$ cat src/logic/rv_pkg.sv
`default_nettype none

package rv_pkg;

    ////////////////////////////////////////////////////////////////////////////
    // Widths and fixed encodings
    ////////////////////////////////////////////////////////////////////////////

    localparam int xlen       = 32;  // Data and address width
    localparam int reg_addr_w = 5;   // 32 architectural registers

    // Major opcodes kept by this core
    localparam logic [6:0] opc_itype = 7'b0010011;  // OP-IMM
    localparam logic [6:0] opc_rtype = 7'b0110011;  // OP
    localparam logic [6:0] opc_stype = 7'b0100011;  // STORE

    typedef logic [xlen-1:0]       word_t;
    typedef logic [reg_addr_w-1:0] reg_idx_t;

    localparam word_t pc_step = 32'd4;  // No compressed instructions

    // ALU operations, independent of the funct3 encoding
    typedef enum logic [3:0] {
        alu_add  = 4'd0,
        alu_sub  = 4'd1,
        alu_sll  = 4'd2,
        alu_slt  = 4'd3,
        alu_sltu = 4'd4,
        alu_xor  = 4'd5,
        alu_srl  = 4'd6,
        alu_sra  = 4'd7,
        alu_or   = 4'd8,
        alu_and  = 4'd9
    } alu_op_t;

    ////////////////////////////////////////////////////////////////////////////
    // Stage payloads
    ////////////////////////////////////////////////////////////////////////////

    // Decode to execute, 140 bits
    typedef struct packed {
        word_t    pc;       // Address of the instruction
        word_t    op_a;     // rs1 value
        word_t    op_b;     // rs2 value, also store data
        word_t    imm;      // Sign-extended I or S immediate
        alu_op_t  alu_op;
        logic     use_imm;  // Operand B from imm
        logic     reg_wr;   // Writes rd at writeback
        logic     store;    // Drives the data port in memory
        reg_idx_t rd;       // Zero when nothing is written
    } id_ex_t;

    // Execute to memory, 71 bits
    typedef struct packed {
        word_t    result;   // ALU output, store address for S-type
        word_t    wdata;    // Store data
        logic     reg_wr;
        logic     store;
        reg_idx_t rd;
    } ex_mem_t;

    // Memory to writeback, 38 bits
    typedef struct packed {
        word_t    result;
        logic     reg_wr;
        reg_idx_t rd;
    } mem_wb_t;

endpackage

`default_nettype wire

$ cat src/logic/alu.sv
`default_nettype none

module alu (
    input  rv_pkg::alu_op_t op,
    input  rv_pkg::word_t   a,        // rs1 value
    input  rv_pkg::word_t   b,        // rs2 value
    input  rv_pkg::word_t   imm,
    input  logic            use_imm,  // I-type and store address
    output rv_pkg::word_t   result
);

    rv_pkg::word_t opb;
    logic [4:0]    shamt;

    assign opb   = use_imm ? imm : b;
    assign shamt = opb[4:0];  // Upper bits ignored for shifts

    always_comb begin
        case (op)
            rv_pkg::alu_add:  result = a + opb;
            rv_pkg::alu_sub:  result = a - opb;
            rv_pkg::alu_sll:  result = a << shamt;
            rv_pkg::alu_srl:  result = a >> shamt;
            rv_pkg::alu_sra:  result = $signed(a) >>> shamt;  // Sign fills from bit 31
            rv_pkg::alu_xor:  result = a ^ opb;
            rv_pkg::alu_or:   result = a | opb;
            rv_pkg::alu_and:  result = a & opb;
            rv_pkg::alu_slt: begin
                // Signed compare
                result = {{(rv_pkg::xlen-1){1'b0}}, $signed(a) < $signed(opb)};
            end
            rv_pkg::alu_sltu: begin
                // Unsigned compare, SLTIU still sign-extends the immediate
                result = {{(rv_pkg::xlen-1){1'b0}}, a < opb};
            end
            default: result = '0;
        endcase
    end

endmodule

`default_nettype wire

$ cat src/logic/decode_unit.sv
`default_nettype none

module decode_unit (
    input  rv_pkg::word_t    insn,
    input  rv_pkg::word_t    insn_pc,
    output rv_pkg::reg_idx_t rs1,      // Register file read addresses
    output rv_pkg::reg_idx_t rs2,
    output logic             use_rs1,  // To the interlock
    output logic             use_rs2,
    input  rv_pkg::word_t    rd1,      // Register file read data
    input  rv_pkg::word_t    rd2,
    output rv_pkg::id_ex_t   id_ex
);

    logic [6:0]    opcode;
    logic [2:0]    funct3;
    logic          bit30;  // funct7[5], SUB and SRA select
    rv_pkg::word_t imm_i;
    rv_pkg::word_t imm_s;

    // funct3 to ALU operation, shared by I and R forms
    function automatic rv_pkg::alu_op_t alu_sel(
        input logic [2:0] f3,
        input logic       b30,
        input logic       is_rtype
    );
        rv_pkg::alu_op_t op;
        case (f3)
            3'b000: begin
                if (is_rtype && b30) begin
                    op = rv_pkg::alu_sub;  // ADDI ignores bit 30
                end else begin
                    op = rv_pkg::alu_add;
                end
            end
            3'b001: op = rv_pkg::alu_sll;
            3'b010: op = rv_pkg::alu_slt;
            3'b011: op = rv_pkg::alu_sltu;
            3'b100: op = rv_pkg::alu_xor;
            3'b101: begin
                if (b30) begin
                    op = rv_pkg::alu_sra;  // SRA and SRAI
                end else begin
                    op = rv_pkg::alu_srl;
                end
            end
            3'b110: op = rv_pkg::alu_or;
            default: op = rv_pkg::alu_and;
        endcase
        return op;
    endfunction

    ////////////////////////////////////////////////////////////////////////////
    // Field extraction
    ////////////////////////////////////////////////////////////////////////////

    assign opcode = insn[6:0];
    assign funct3 = insn[14:12];
    assign bit30  = insn[30];
    assign rs1    = insn[19:15];
    assign rs2    = insn[24:20];

    // Sign-extended immediates
    assign imm_i = {{(rv_pkg::xlen-12){insn[31]}}, insn[31:20]};
    assign imm_s = {{(rv_pkg::xlen-12){insn[31]}}, insn[31:25], insn[11:7]};

    ////////////////////////////////////////////////////////////////////////////
    // Control
    ////////////////////////////////////////////////////////////////////////////

    always_comb begin
        use_rs1 = 1'b0;
        use_rs2 = 1'b0;

        id_ex      = '0;  // No-op unless a kept opcode
        id_ex.pc   = insn_pc;
        id_ex.op_a = rd1;
        id_ex.op_b = rd2;

        case (opcode)
            rv_pkg::opc_itype: begin
                use_rs1        = 1'b1;
                id_ex.imm      = imm_i;
                id_ex.use_imm  = 1'b1;
                id_ex.alu_op   = alu_sel(funct3, bit30, 1'b0);
                id_ex.reg_wr   = 1'b1;
                id_ex.rd       = insn[11:7];
            end
            rv_pkg::opc_rtype: begin
                use_rs1        = 1'b1;
                use_rs2        = 1'b1;
                id_ex.alu_op   = alu_sel(funct3, bit30, 1'b1);
                id_ex.reg_wr   = 1'b1;
                id_ex.rd       = insn[11:7];
            end
            rv_pkg::opc_stype: begin
                use_rs1        = 1'b1;  // Base address
                use_rs2        = 1'b1;  // Store data
                id_ex.imm      = imm_s;
                id_ex.use_imm  = 1'b1;
                id_ex.alu_op   = rv_pkg::alu_add;  // Address sum
                id_ex.store    = 1'b1;
            end
            default: begin
                // Loads, branches, jumps, LUI fall through as bubbles
            end
        endcase
    end

endmodule

`default_nettype wire

$ cat src/logic/fetch_pc.sv
`default_nettype none

module fetch_pc (
    input  logic          clk,
    input  logic          rst_n,
    input  logic          stall,      // Hold PC and fetch/decode register
    output rv_pkg::word_t imem_addr,
    input  rv_pkg::word_t imem_insn,  // Combinational answer from imem
    output rv_pkg::word_t insn,
    output rv_pkg::word_t insn_pc
);

    rv_pkg::word_t pc;

    assign imem_addr = pc;  // Fetch straight from the PC

    // PC and fetch/decode register move together
    always_ff @(posedge clk or negedge rst_n) begin
        if (!rst_n) begin
            pc      <= '0;
            insn    <= '0;  // Opcode zero decodes as a no-op
            insn_pc <= '0;
        end else if (!stall) begin
            pc      <= pc + rv_pkg::pc_step;
            insn    <= imem_insn;
            insn_pc <= pc;
        end
    end

    // No jumps, so the PC only walks in word steps
    pc_aligned: assert property (
        @(posedge clk) disable iff (!rst_n)
        pc[1:0] == 2'b00
    ) else $error("PC not word aligned: %h", pc);

endmodule

`default_nettype wire

$ cat src/logic/hazard_ctrl.sv
`default_nettype none

module hazard_ctrl (
    input  rv_pkg::reg_idx_t rs1,
    input  rv_pkg::reg_idx_t rs2,
    input  logic             use_rs1,  // Source fields actually read
    input  logic             use_rs2,
    input  rv_pkg::reg_idx_t ex_rd,    // Destination in execute
    input  rv_pkg::reg_idx_t mem_rd,   // Destination in memory
    input  logic             ex_wr,
    input  logic             mem_wr,
    output logic             stall
);

    logic ex_hit;   // Decode needs the result in execute
    logic mem_hit;  // Decode needs the result in memory

    // No forwarding, decode waits until the producer is in writeback
    always_comb begin
        ex_hit  = ex_wr && (ex_rd != '0)
                  && ((use_rs1 && rs1 == ex_rd) || (use_rs2 && rs2 == ex_rd));
        mem_hit = mem_wr && (mem_rd != '0)
                  && ((use_rs1 && rs1 == mem_rd) || (use_rs2 && rs2 == mem_rd));
        stall   = ex_hit || mem_hit;

        // Bubbles and stores travel with rd = x0
        assert ((ex_wr || ex_rd == '0) && (mem_wr || mem_rd == '0))
            else $error("Pending slot without a write carries a nonzero destination");
    end

endmodule

`default_nettype wire

$ cat src/logic/reg_file.sv
`default_nettype none

module reg_file (
    input  logic             clk,
    input  logic             rst_n,
    input  rv_pkg::reg_idx_t raddr1,
    input  rv_pkg::reg_idx_t raddr2,
    output rv_pkg::word_t    rdata1,
    output rv_pkg::word_t    rdata2,
    input  logic             we,     // From writeback
    input  rv_pkg::reg_idx_t waddr,
    input  rv_pkg::word_t    wdata
);

    rv_pkg::word_t regs [0:(1 << rv_pkg::reg_addr_w)-1];  // Entry 0 never written

    always_ff @(posedge clk) begin
        if (we && waddr != '0) begin
            regs[waddr] <= wdata;
        end
    end

    // Read side, x0 first, then same-cycle bypass
    always_comb begin
        if (raddr1 == '0) begin
            rdata1 = '0;
        end else if (we && waddr == raddr1) begin
            rdata1 = wdata;  // Writeback lands this edge
        end else begin
            rdata1 = regs[raddr1];
        end

        if (raddr2 == '0) begin
            rdata2 = '0;
        end else if (we && waddr == raddr2) begin
            rdata2 = wdata;
        end else begin
            rdata2 = regs[raddr2];
        end
    end

    x0_reads_zero: assert property (
        @(posedge clk) disable iff (!rst_n)
        (raddr1 == '0 |-> rdata1 == '0) and (raddr2 == '0 |-> rdata2 == '0)
    ) else $error("x0 read back nonzero");

endmodule

`default_nettype wire

$ cat src/logic/rv_core.sv
`default_nettype none

module rv_core (
    input  logic          clk,
    input  logic          rst_n,
    output rv_pkg::word_t imem_addr,
    input  rv_pkg::word_t imem_insn,
    output rv_pkg::word_t dmem_addr,
    output rv_pkg::word_t dmem_wdata,
    output logic          dmem_wen
);

    rv_pkg::word_t    insn;
    rv_pkg::word_t    insn_pc;
    logic             stall;
    rv_pkg::reg_idx_t rs1;
    rv_pkg::reg_idx_t rs2;
    logic             use_rs1;
    logic             use_rs2;
    rv_pkg::word_t    rd1;
    rv_pkg::word_t    rd2;
    rv_pkg::word_t    alu_result;

    rv_pkg::id_ex_t  id_ex_d,  id_ex_q;
    rv_pkg::ex_mem_t ex_mem_d, ex_mem_q;
    rv_pkg::mem_wb_t mem_wb_d, mem_wb_q;

    ////////////////////////////////////////////////////////////////////////////
    // Fetch and decode
    ////////////////////////////////////////////////////////////////////////////

    fetch_pc u_fetch (
        .clk, .rst_n, .stall,
        .imem_addr, .imem_insn,
        .insn, .insn_pc
    );

    hazard_ctrl u_hazard (
        .rs1, .rs2, .use_rs1, .use_rs2,
        .ex_rd  (id_ex_q.rd),  .ex_wr  (id_ex_q.reg_wr),
        .mem_rd (ex_mem_q.rd), .mem_wr (ex_mem_q.reg_wr),
        .stall
    );

    decode_unit u_decode (
        .insn, .insn_pc, .rs1, .rs2, .use_rs1, .use_rs2,
        .rd1, .rd2, .id_ex (id_ex_d)
    );

    reg_file u_regs (
        .clk, .rst_n,
        .raddr1 (rs1), .raddr2 (rs2), .rdata1 (rd1), .rdata2 (rd2),
        .we     (mem_wb_q.reg_wr),  // Writeback port
        .waddr  (mem_wb_q.rd),
        .wdata  (mem_wb_q.result)
    );

    // Stall holds decode and sends a bubble into execute
    stage_reg #(.payload_t(rv_pkg::id_ex_t)) u_id_ex (
        .clk, .rst_n, .en (!stall), .bubble (stall), .d (id_ex_d), .q (id_ex_q)
    );

    ////////////////////////////////////////////////////////////////////////////
    // Execute, memory, writeback
    ////////////////////////////////////////////////////////////////////////////

    alu u_alu (
        .op (id_ex_q.alu_op), .a (id_ex_q.op_a), .b (id_ex_q.op_b),
        .imm (id_ex_q.imm), .use_imm (id_ex_q.use_imm), .result (alu_result)
    );

    assign ex_mem_d = '{result: alu_result, wdata: id_ex_q.op_b, reg_wr: id_ex_q.reg_wr,
                        store: id_ex_q.store, rd: id_ex_q.rd};

    stage_reg #(.payload_t(rv_pkg::ex_mem_t)) u_ex_mem (
        .clk, .rst_n, .en (1'b1), .bubble (1'b0), .d (ex_mem_d), .q (ex_mem_q)
    );

    // Data port straight from the memory stage, no load path
    assign dmem_addr  = ex_mem_q.result;
    assign dmem_wdata = ex_mem_q.wdata;
    assign dmem_wen   = ex_mem_q.store;

    assign mem_wb_d = '{result: ex_mem_q.result, reg_wr: ex_mem_q.reg_wr, rd: ex_mem_q.rd};

    stage_reg #(.payload_t(rv_pkg::mem_wb_t)) u_mem_wb (
        .clk, .rst_n, .en (1'b1), .bubble (1'b0), .d (mem_wb_d), .q (mem_wb_q)
    );

    // Live op in execute is at least two words behind fetch
    ex_behind_fetch: assert property (
        @(posedge clk) disable iff (!rst_n)
        (id_ex_q.reg_wr || id_ex_q.store) |-> imem_addr >= id_ex_q.pc + 2 * rv_pkg::pc_step
    ) else $error("Execute PC %h not behind fetch PC %h", id_ex_q.pc, imem_addr);

endmodule

`default_nettype wire

$ cat src/logic/stage_reg.sv
`default_nettype none

module stage_reg #(
    parameter type payload_t = logic
) (
    input  logic     clk,
    input  logic     rst_n,
    input  logic     en,      // Load d
    input  logic     bubble,  // Load an all-zero payload
    input  payload_t d,
    output payload_t q
);

    // Zero payload has write and store cleared and rd = x0
    always_ff @(posedge clk or negedge rst_n) begin
        if (!rst_n) begin
            q <= '0;
        end else if (bubble) begin
            q <= '0;  // Held instruction stays upstream
        end else if (en) begin
            q <= d;
        end
    end

endmodule

`default_nettype wire
$ cat config.mk
export PLATFORM = sky130hd
export DESIGN_NAME = rv_core
export DESIGN_NICKNAME = d
export VERILOG_FILES = /design/src/logic/rv_pkg.sv /design/src/logic/alu.sv /design/src/logic/decode_unit.sv /design/src/logic/fetch_pc.sv /design/src/logic/hazard_ctrl.sv /design/src/logic/reg_file.sv /design/src/logic/rv_core.sv /design/src/logic/stage_reg.sv
export SDC_FILE = /design/constraint.sdc
export NUM_CORES = 2
export LEC_CHECK = 0
export BUFFER_PORTS_ARGS = -buffer_cell sky130_fd_sc_hd__clkbuf_2
export CORE_ASPECT_RATIO = 0.6
export CORE_MARGIN = 1.5
export CORE_UTILIZATION = 45
export DETAILED_ROUTE_END_ITERATION = 10
export PLACE_DENSITY = 0.57
export SLEW_MARGIN = 15
export SYNTH_ARGS = -nofsm -noshare
export SYNTH_HDL_FRONTEND = slang
export SYNTH_SLANG_ARGS = --single-unit
$ cat constraint.sdc
create_clock -name clk -period 12.4 [get_ports clk]
set_clock_uncertainty 0.15 [all_clocks]
set_input_delay 3.72 -clock clk [delete_from_list [all_inputs] [get_ports clk]]
set_output_delay 3.72 -clock clk [all_outputs]
set_load 0.005 [all_outputs]
Yosys cells after proc, flatten, opt, wreduce, memory -nomap -nowiden
Memories as Yosys holds them, arrays and structs flattened.
Index checks and enable logic that the tools add are counted.

word-level totals
  input bits = 34
  output and inout port bits = 97
  word-level logic and storage cells = 100
  RAM bits = 1,024
  memories = 1
  register bits = 281

memories
  name         depth  bits a word  read ports  clocked after Yosys merged registers in  wr ports  line            RTL
  u_regs.regs  32     32           2           0                                        1         reg_file.sv:15  rv_pkg::word_t regs [0:(1 << rv_pkg::reg_addr_w)-1];

cells by class
  $add $sub $neg = 3
  muxes and demuxes = 21
  reductions and logical operators = 25
  $lt $le $gt $ge = 2
  bitwise logic cells = 3
  equal/unequal tests = 24
  shift operators = 3

operators by type and width
  kind                     number
  $pmux W32 S10            1
  $mux W32                 5
  $mux W108                1
  $lt A32 B32 Y1           2
  $pmux W32 S2             1
  $pmux W4 S7              2
  $add A32 B3 Y32 const B  1
  $add A32 B32 Y32         1
  $and A32 B32 Y32         1
  $or A32 B32 Y32          1
  $shl A32 B5 Y32          1
  $shr A32 B5 Y32          1
  $sshr A32 B5 Y32         1
  $sub A32 B32 Y32         1
  $xor A32 B32 Y32         1
  $eq A5 B5 Y1             6
  $eq A4 B3 Y1 const B     4
  $reduce_bool A5 Y1       3
  $eq A7 B6 Y1 const B     2
  $logic_and A1 B1 Y1      11
  $logic_not A5 Y1         2
  $eq A3 B3 Y1 const B     3
  $mux W1                  9
  $eq A4 B2 Y1 const B     2
  12 further kinds         18

Depth between registers and ports, before layout
  depth in word-level cells = 8
  depth in mapped cells = 16
  gate-level depth less buffers = 14

By module
A second synthesis with hierarchy kept.

second synthesis, totals
  cells, all modules = 5,179
  area total of the unflattened synthesis = 72,573.4 sq um

by module, submodules not included
  module                 area an instance (sq um)  instances  seq. area each (sq um)  cells each
  reg_file               47,869.7                  1          30,749.5                2,520
  alu                    9,323.9                   1          0.0                     1,392
  stage_reg at u_id_ex   5,710.5                   1          3,503.4                 452
  fetch_pc               3,668.5                   1          2,302.2                 254
  stage_reg at u_ex_mem  2,901.5                   1          1,776.7                 229
  stage_reg at u_mem_wb  1,549.0                   1          950.9                   122
  decode_unit            1,277.5                   1          0.0                     174
  hazard_ctrl            261.5                     1          0.0                     33
  rv_core                11.3                      1          0.0                     3

Worst setup path before layout
OpenSTA, ideal clock, no wires.

  kind = reg2out
  from = register u_ex_mem.q[39] in the netlist's numbering
  to = output dmem_addr[0]
  arrival time = 0.476 ns
  cell stages (with the launch flop) = 2
  path buffers = 1
  slack = 8.054 ns
  cells stage by stage = dfrtp_1 -> buf_4

RTL lines
  item                    line             RTL
  start, declared         stage_reg.sv:11  output payload_t q
  start signal, assigned  stage_reg.sv:17  q <= '0;
  start signal, assigned  stage_reg.sv:19  q <= '0;
  start signal, assigned  stage_reg.sv:21  q <= d;
  end, declared           rv_core.sv:8     output rv_pkg::word_t dmem_addr,

No word-level cell between the ends.

Final worst setup path
  from = register u_id_ex.q[7] in the netlist's numbering
  to = register u_ex_mem.q[39] in the netlist's numbering

between the ends
  longest elaborated chain between the ends = 3
  elaborated cells on any way between the ends = 12

ends and longest elaborated chain
  item                                      line             RTL
  start, declared                           stage_reg.sv:11
  start signal, assigned                    stage_reg.sv:17
  start signal, assigned                    stage_reg.sv:19
  start signal, assigned                    stage_reg.sv:21
  $mux W32 *                                alu.sv:15        assign opb = use_imm ? imm : b;
  $sub A32 B32 Y32 (tied with other cells)  alu.sv:21        rv_pkg::alu_sub: result = a - opb;
  $pmux W32 S10 *                           alu.sv:19        case (op)
  net alu_result[0]                         rv_core.sv:22    rv_pkg::word_t alu_result;

Mark *: on every way through the listed nets, which the timed path passes. The rest lies on a longest branch.
A chain may end at the register's enable or synchronous reset.

==> results by group <==
Clock network
  • CTS clk-pin slew, worst paths: approximately 0.070 ns
  • Clk Latency, worst-skew pair: roughly 0.77 ns
  • CTS root buf: clkbuf_16
  • CTS tree: yes
  • Num Clock Sinks: between 1000 and 1500
  • Total CTS buffers: 119
  • # resized after CTS: 0
  • Post-CTS setup buffer count: 0
  • H-tree depth: 3
  • Clock tree buffer depth: 3
  • Hold Buf Count CTS: 0

Job
  • Max-cap violations: 0

Pwr
  • Internal power: 8.143 mW
  • Net Switching: 3.658 mW
  • Max rail drop VDD: 0.0001327 V
  • Power Density: 163.3 nW/um2
  • Part of the power in registers: ~50%
  • Leak Pwr: between 20 and 25 nW
  • Clk pwr share: 32.5%
  • Combinational power share: 17.6%
  • Sw Ratio: about 31%
  • Total power: 11.80 mW

Synthesis
  • Register bit count reported by yosys: ~1300
  • Cell variety after synth: 91
  • Main area contributors after synthesis: edfxtp_1 (47%), mux4_2 (23%), dfrtp_1 (9.9%)
  • Fraction of registers with async set/reset: 20.19%
  • Synth warn: 0
  • Yosys top cell by area: edfxtp_1
  • Post-synthesis sequential area ratio: a little under three fifths
  • Mean post-synth cell area: between 15 and 20 um2
  • Synth cell count leaders: edfxtp_1 (1024), mux4_2 (665), dfrtp_1 (259), nor2_1 (230), clkbuf_1 (178)
  • Synth Cell Area: approximately 65000 um2
  • Post-synth EDFFs: 1024
  • Post-synth top area share: 47.01%
  • Dominant synthesized flop cell: edfxtp_1
  • Most frequent cell after synthesis: edfxtp_1
  • Synth Instances: a little over 4000

Placed design
  • Buffers on Ports: 128
  • Routability cong.: 1.016
  • DP Wirelength: 140.4 mm

Final layout
  • N_diodes: 0
  • Post-layout util: 50.03%
  • Sequential standard cell area: between 30000 and 40000 um2
  • Filler cells: 11950
  • Layout overhead on the synthesized area: 10.47%
  • Net count, final: 4208
  • Multi-input logic area: 26570 um2
  • Layout cell share with drive strength beyond 1: 29.51%

Timing
  • Final Hold Fails: 0
  • RSZ-0062 raised after global routing: no
  • Final period util: 48.54%
  • Maximum clock frequency: 166.1 MHz
  • Tightest Pin Transition: 1.203 ns
  • Normalized max-slew margin: about 18%
  • Minimum clock period: 6.019 ns
  • Setup TNS: 0 ns
  • Max-slew violations: 0
  • Final setup fails: 0

GRT
  • GRT Residual Overflow: 0
  • Vias in the first global route: 39580
  • Pin count of the biggest net entering global routing: 136
  • GRT Resource Usage Total: a little under a third
  • Initial antenna violation count: 7
  • First-pass GRT wire length: 311.2 mm

Detailed routing
  • DRC viols: 0
  • DRT iter0 DRCs: about 5800
  • DR pass1 iterations: 8
  • Remaining antenna violation count: 0
  • Via count: between 40000 and 50000
  • DR vias/cell: ~6.7
  • Final wirelength: 222.1 mm
  • DR WL/cell: 36.41 um

Floorplan
  • Die Footprint: between 100000 and 150000 um2
  • Starting Density: 45.29%
  • Die width: around 500 um
  • Rows: 108
  • IO Pins: 131
  • Core Region: 144500 um2
  • Die height: between 200 and 300 um

Setup path
  • Worst EP arrival: 6.47 ns
  • Startpoint types: flip-flop
  • Crit Path Class: flip-flop to flip-flop
  • CP Data Required Time: approximately 13 ns
  • Crit path max fanout: 46
  • Endpoint class of the critical path: flip-flop

Status
  • Status: finished, final reports clean

Min path
  • Hold WC Path Type: flip-flop to flip-flop
==> logic make-up (layout without fill, tap and decap cells) <==
| family | after synthesis | count (layout) | synth area share, % |
|---|---|---|---|
| DFF | 1283 | 1283 | 56.91 |
| and+or+nand+nor | 629 | 629 | 4.445 |
| buffers and inverters | 466 | 571 | 3.177 |
| adders and majority gates | 103 | 103 | 1.993 |
| xor gates and xnor gates | 64 | 64 | 0.8569 |
| muxes | 877 | 877 | 26.33 |
| AOI/OAI and AO/OA | 614 | 614 | 6.275 |
| other | 1 | 34 | 0.005732 |
==> cells in the final DEF, fill, tap and decap left out, drive strengths merged, types with 24 or more instances in the layout <==
master / n
edfxtp: 1024
mux4: 668
clkbuf: 276
dfrtp: 259
nor2: 230
mux2i: 179
nand2: 162
a21oi: 155
inv: 114
buf: 112
o21ai: 103
ha: 101
a211oi: 86
nand3: 64
clkinv: 48
xnor2: 40
nor3: 40
conb: 34
mux2: 30
o22ai: 29
a31oi: 27
o211ai: 25
xor2: 24
==> path summary, 6_finish.rpt <==
path / startpoint / endpoint / slack, ns / cells after the start
min in group asynchronous: rst_n / u_ex_mem.q[25] / 2.77 / 1
max in group asynchronous: rst_n / u_mem_wb.q[7] / 8.04 / 2
max: u_id_ex.q[7] / u_ex_mem.q[39] / 6.38 / 15
max reg2reg: u_id_ex.q[7] / u_ex_mem.q[39] / 6.38 / 15
min: u_id_ex.q[5] / u_ex_mem.q[5] / 0.21 / 0
min reg2reg: u_id_ex.q[5] / u_ex_mem.q[5] / 0.21 / 0
==> per-layer routing <==
metal | global-route usage (%) | part of all wire [%] | up-vias
met5 | 0.9206 | 0.11 | -
met4 | 7.136 | 2.4 | 10
met3 | 9.636 | 12 | 279
met2 | 39.62 | 40 | 2366
met1 | 47.66 | 45 | 21840
li1 | - | - | 16420
==> metrics by stage <==
step / std cells / hold slack, ns / cell area [um2] / setup slack (ns)
finish: 6100 / 0.2055 / 72270 / 6.381
global route: 6100 / 0.2208 / 72270 / 6.306
CTS: 6098 / 0.2119 / 72240 / 6.389
detailed placement: 5873 / 0.1934 / 68180 / 6.435
global placement: 5872 / 0.1934 / 68160 / 6.044
floorplan: 4070 / 0.1812 / 65540 / 8.054
==> cell type report <==
type / instances / area share [%]
multi-input cells: 2321 / 36.76
repair buffers: 240 / 2.147
flip-flops and latches: 1283 / 51.58
clock inverters: 77 / 1.162
clock buffers: 148 / 4.460
inverters: 106 / 0.5540
well taps: 1925 / 3.333
==> state kept, by name, summed over array words and instances (netlist names) <==
name,cells
u_ex_mem.q,71
u_fetch.imem_addr,30
u_fetch.insn,32
u_id_ex.q,88
u_mem_wb.q,38
u_regs.regs,1024
==> power groups by stage <==
stage / clock network, mW / logic [mW] / registers, mW
after floorplan: 0 / 1.28 / 5.69
after global placement: 0 / 2.01 / 5.97
after detailed placement: 0 / 1.99 / 5.97
after CTS: 3.90 / 2.00 / 5.88
after global routing: 4.07 / 2.18 / 5.93
final: 3.84 / 2.08 / 5.88
==> critical path: stages, from the launching register on <==
cell and delay (ns):
dfrtp_2 0.80, mux2i_4 0.33, buf_4 0.32, inv_4 0.31, ha_1 0.32, inv_1 0.08
fa_1 0.21, nor2b_1 0.17, o21ai_0 0.13, a31oi_1 0.82, o21ai_1 0.47, a311oi_1 0.66
o22ai_1 0.36, o21a_1 0.31, o31ai_1 0.26, o211ai_1 0.12
No activity file was read; power rests on OpenSTA's default activity.
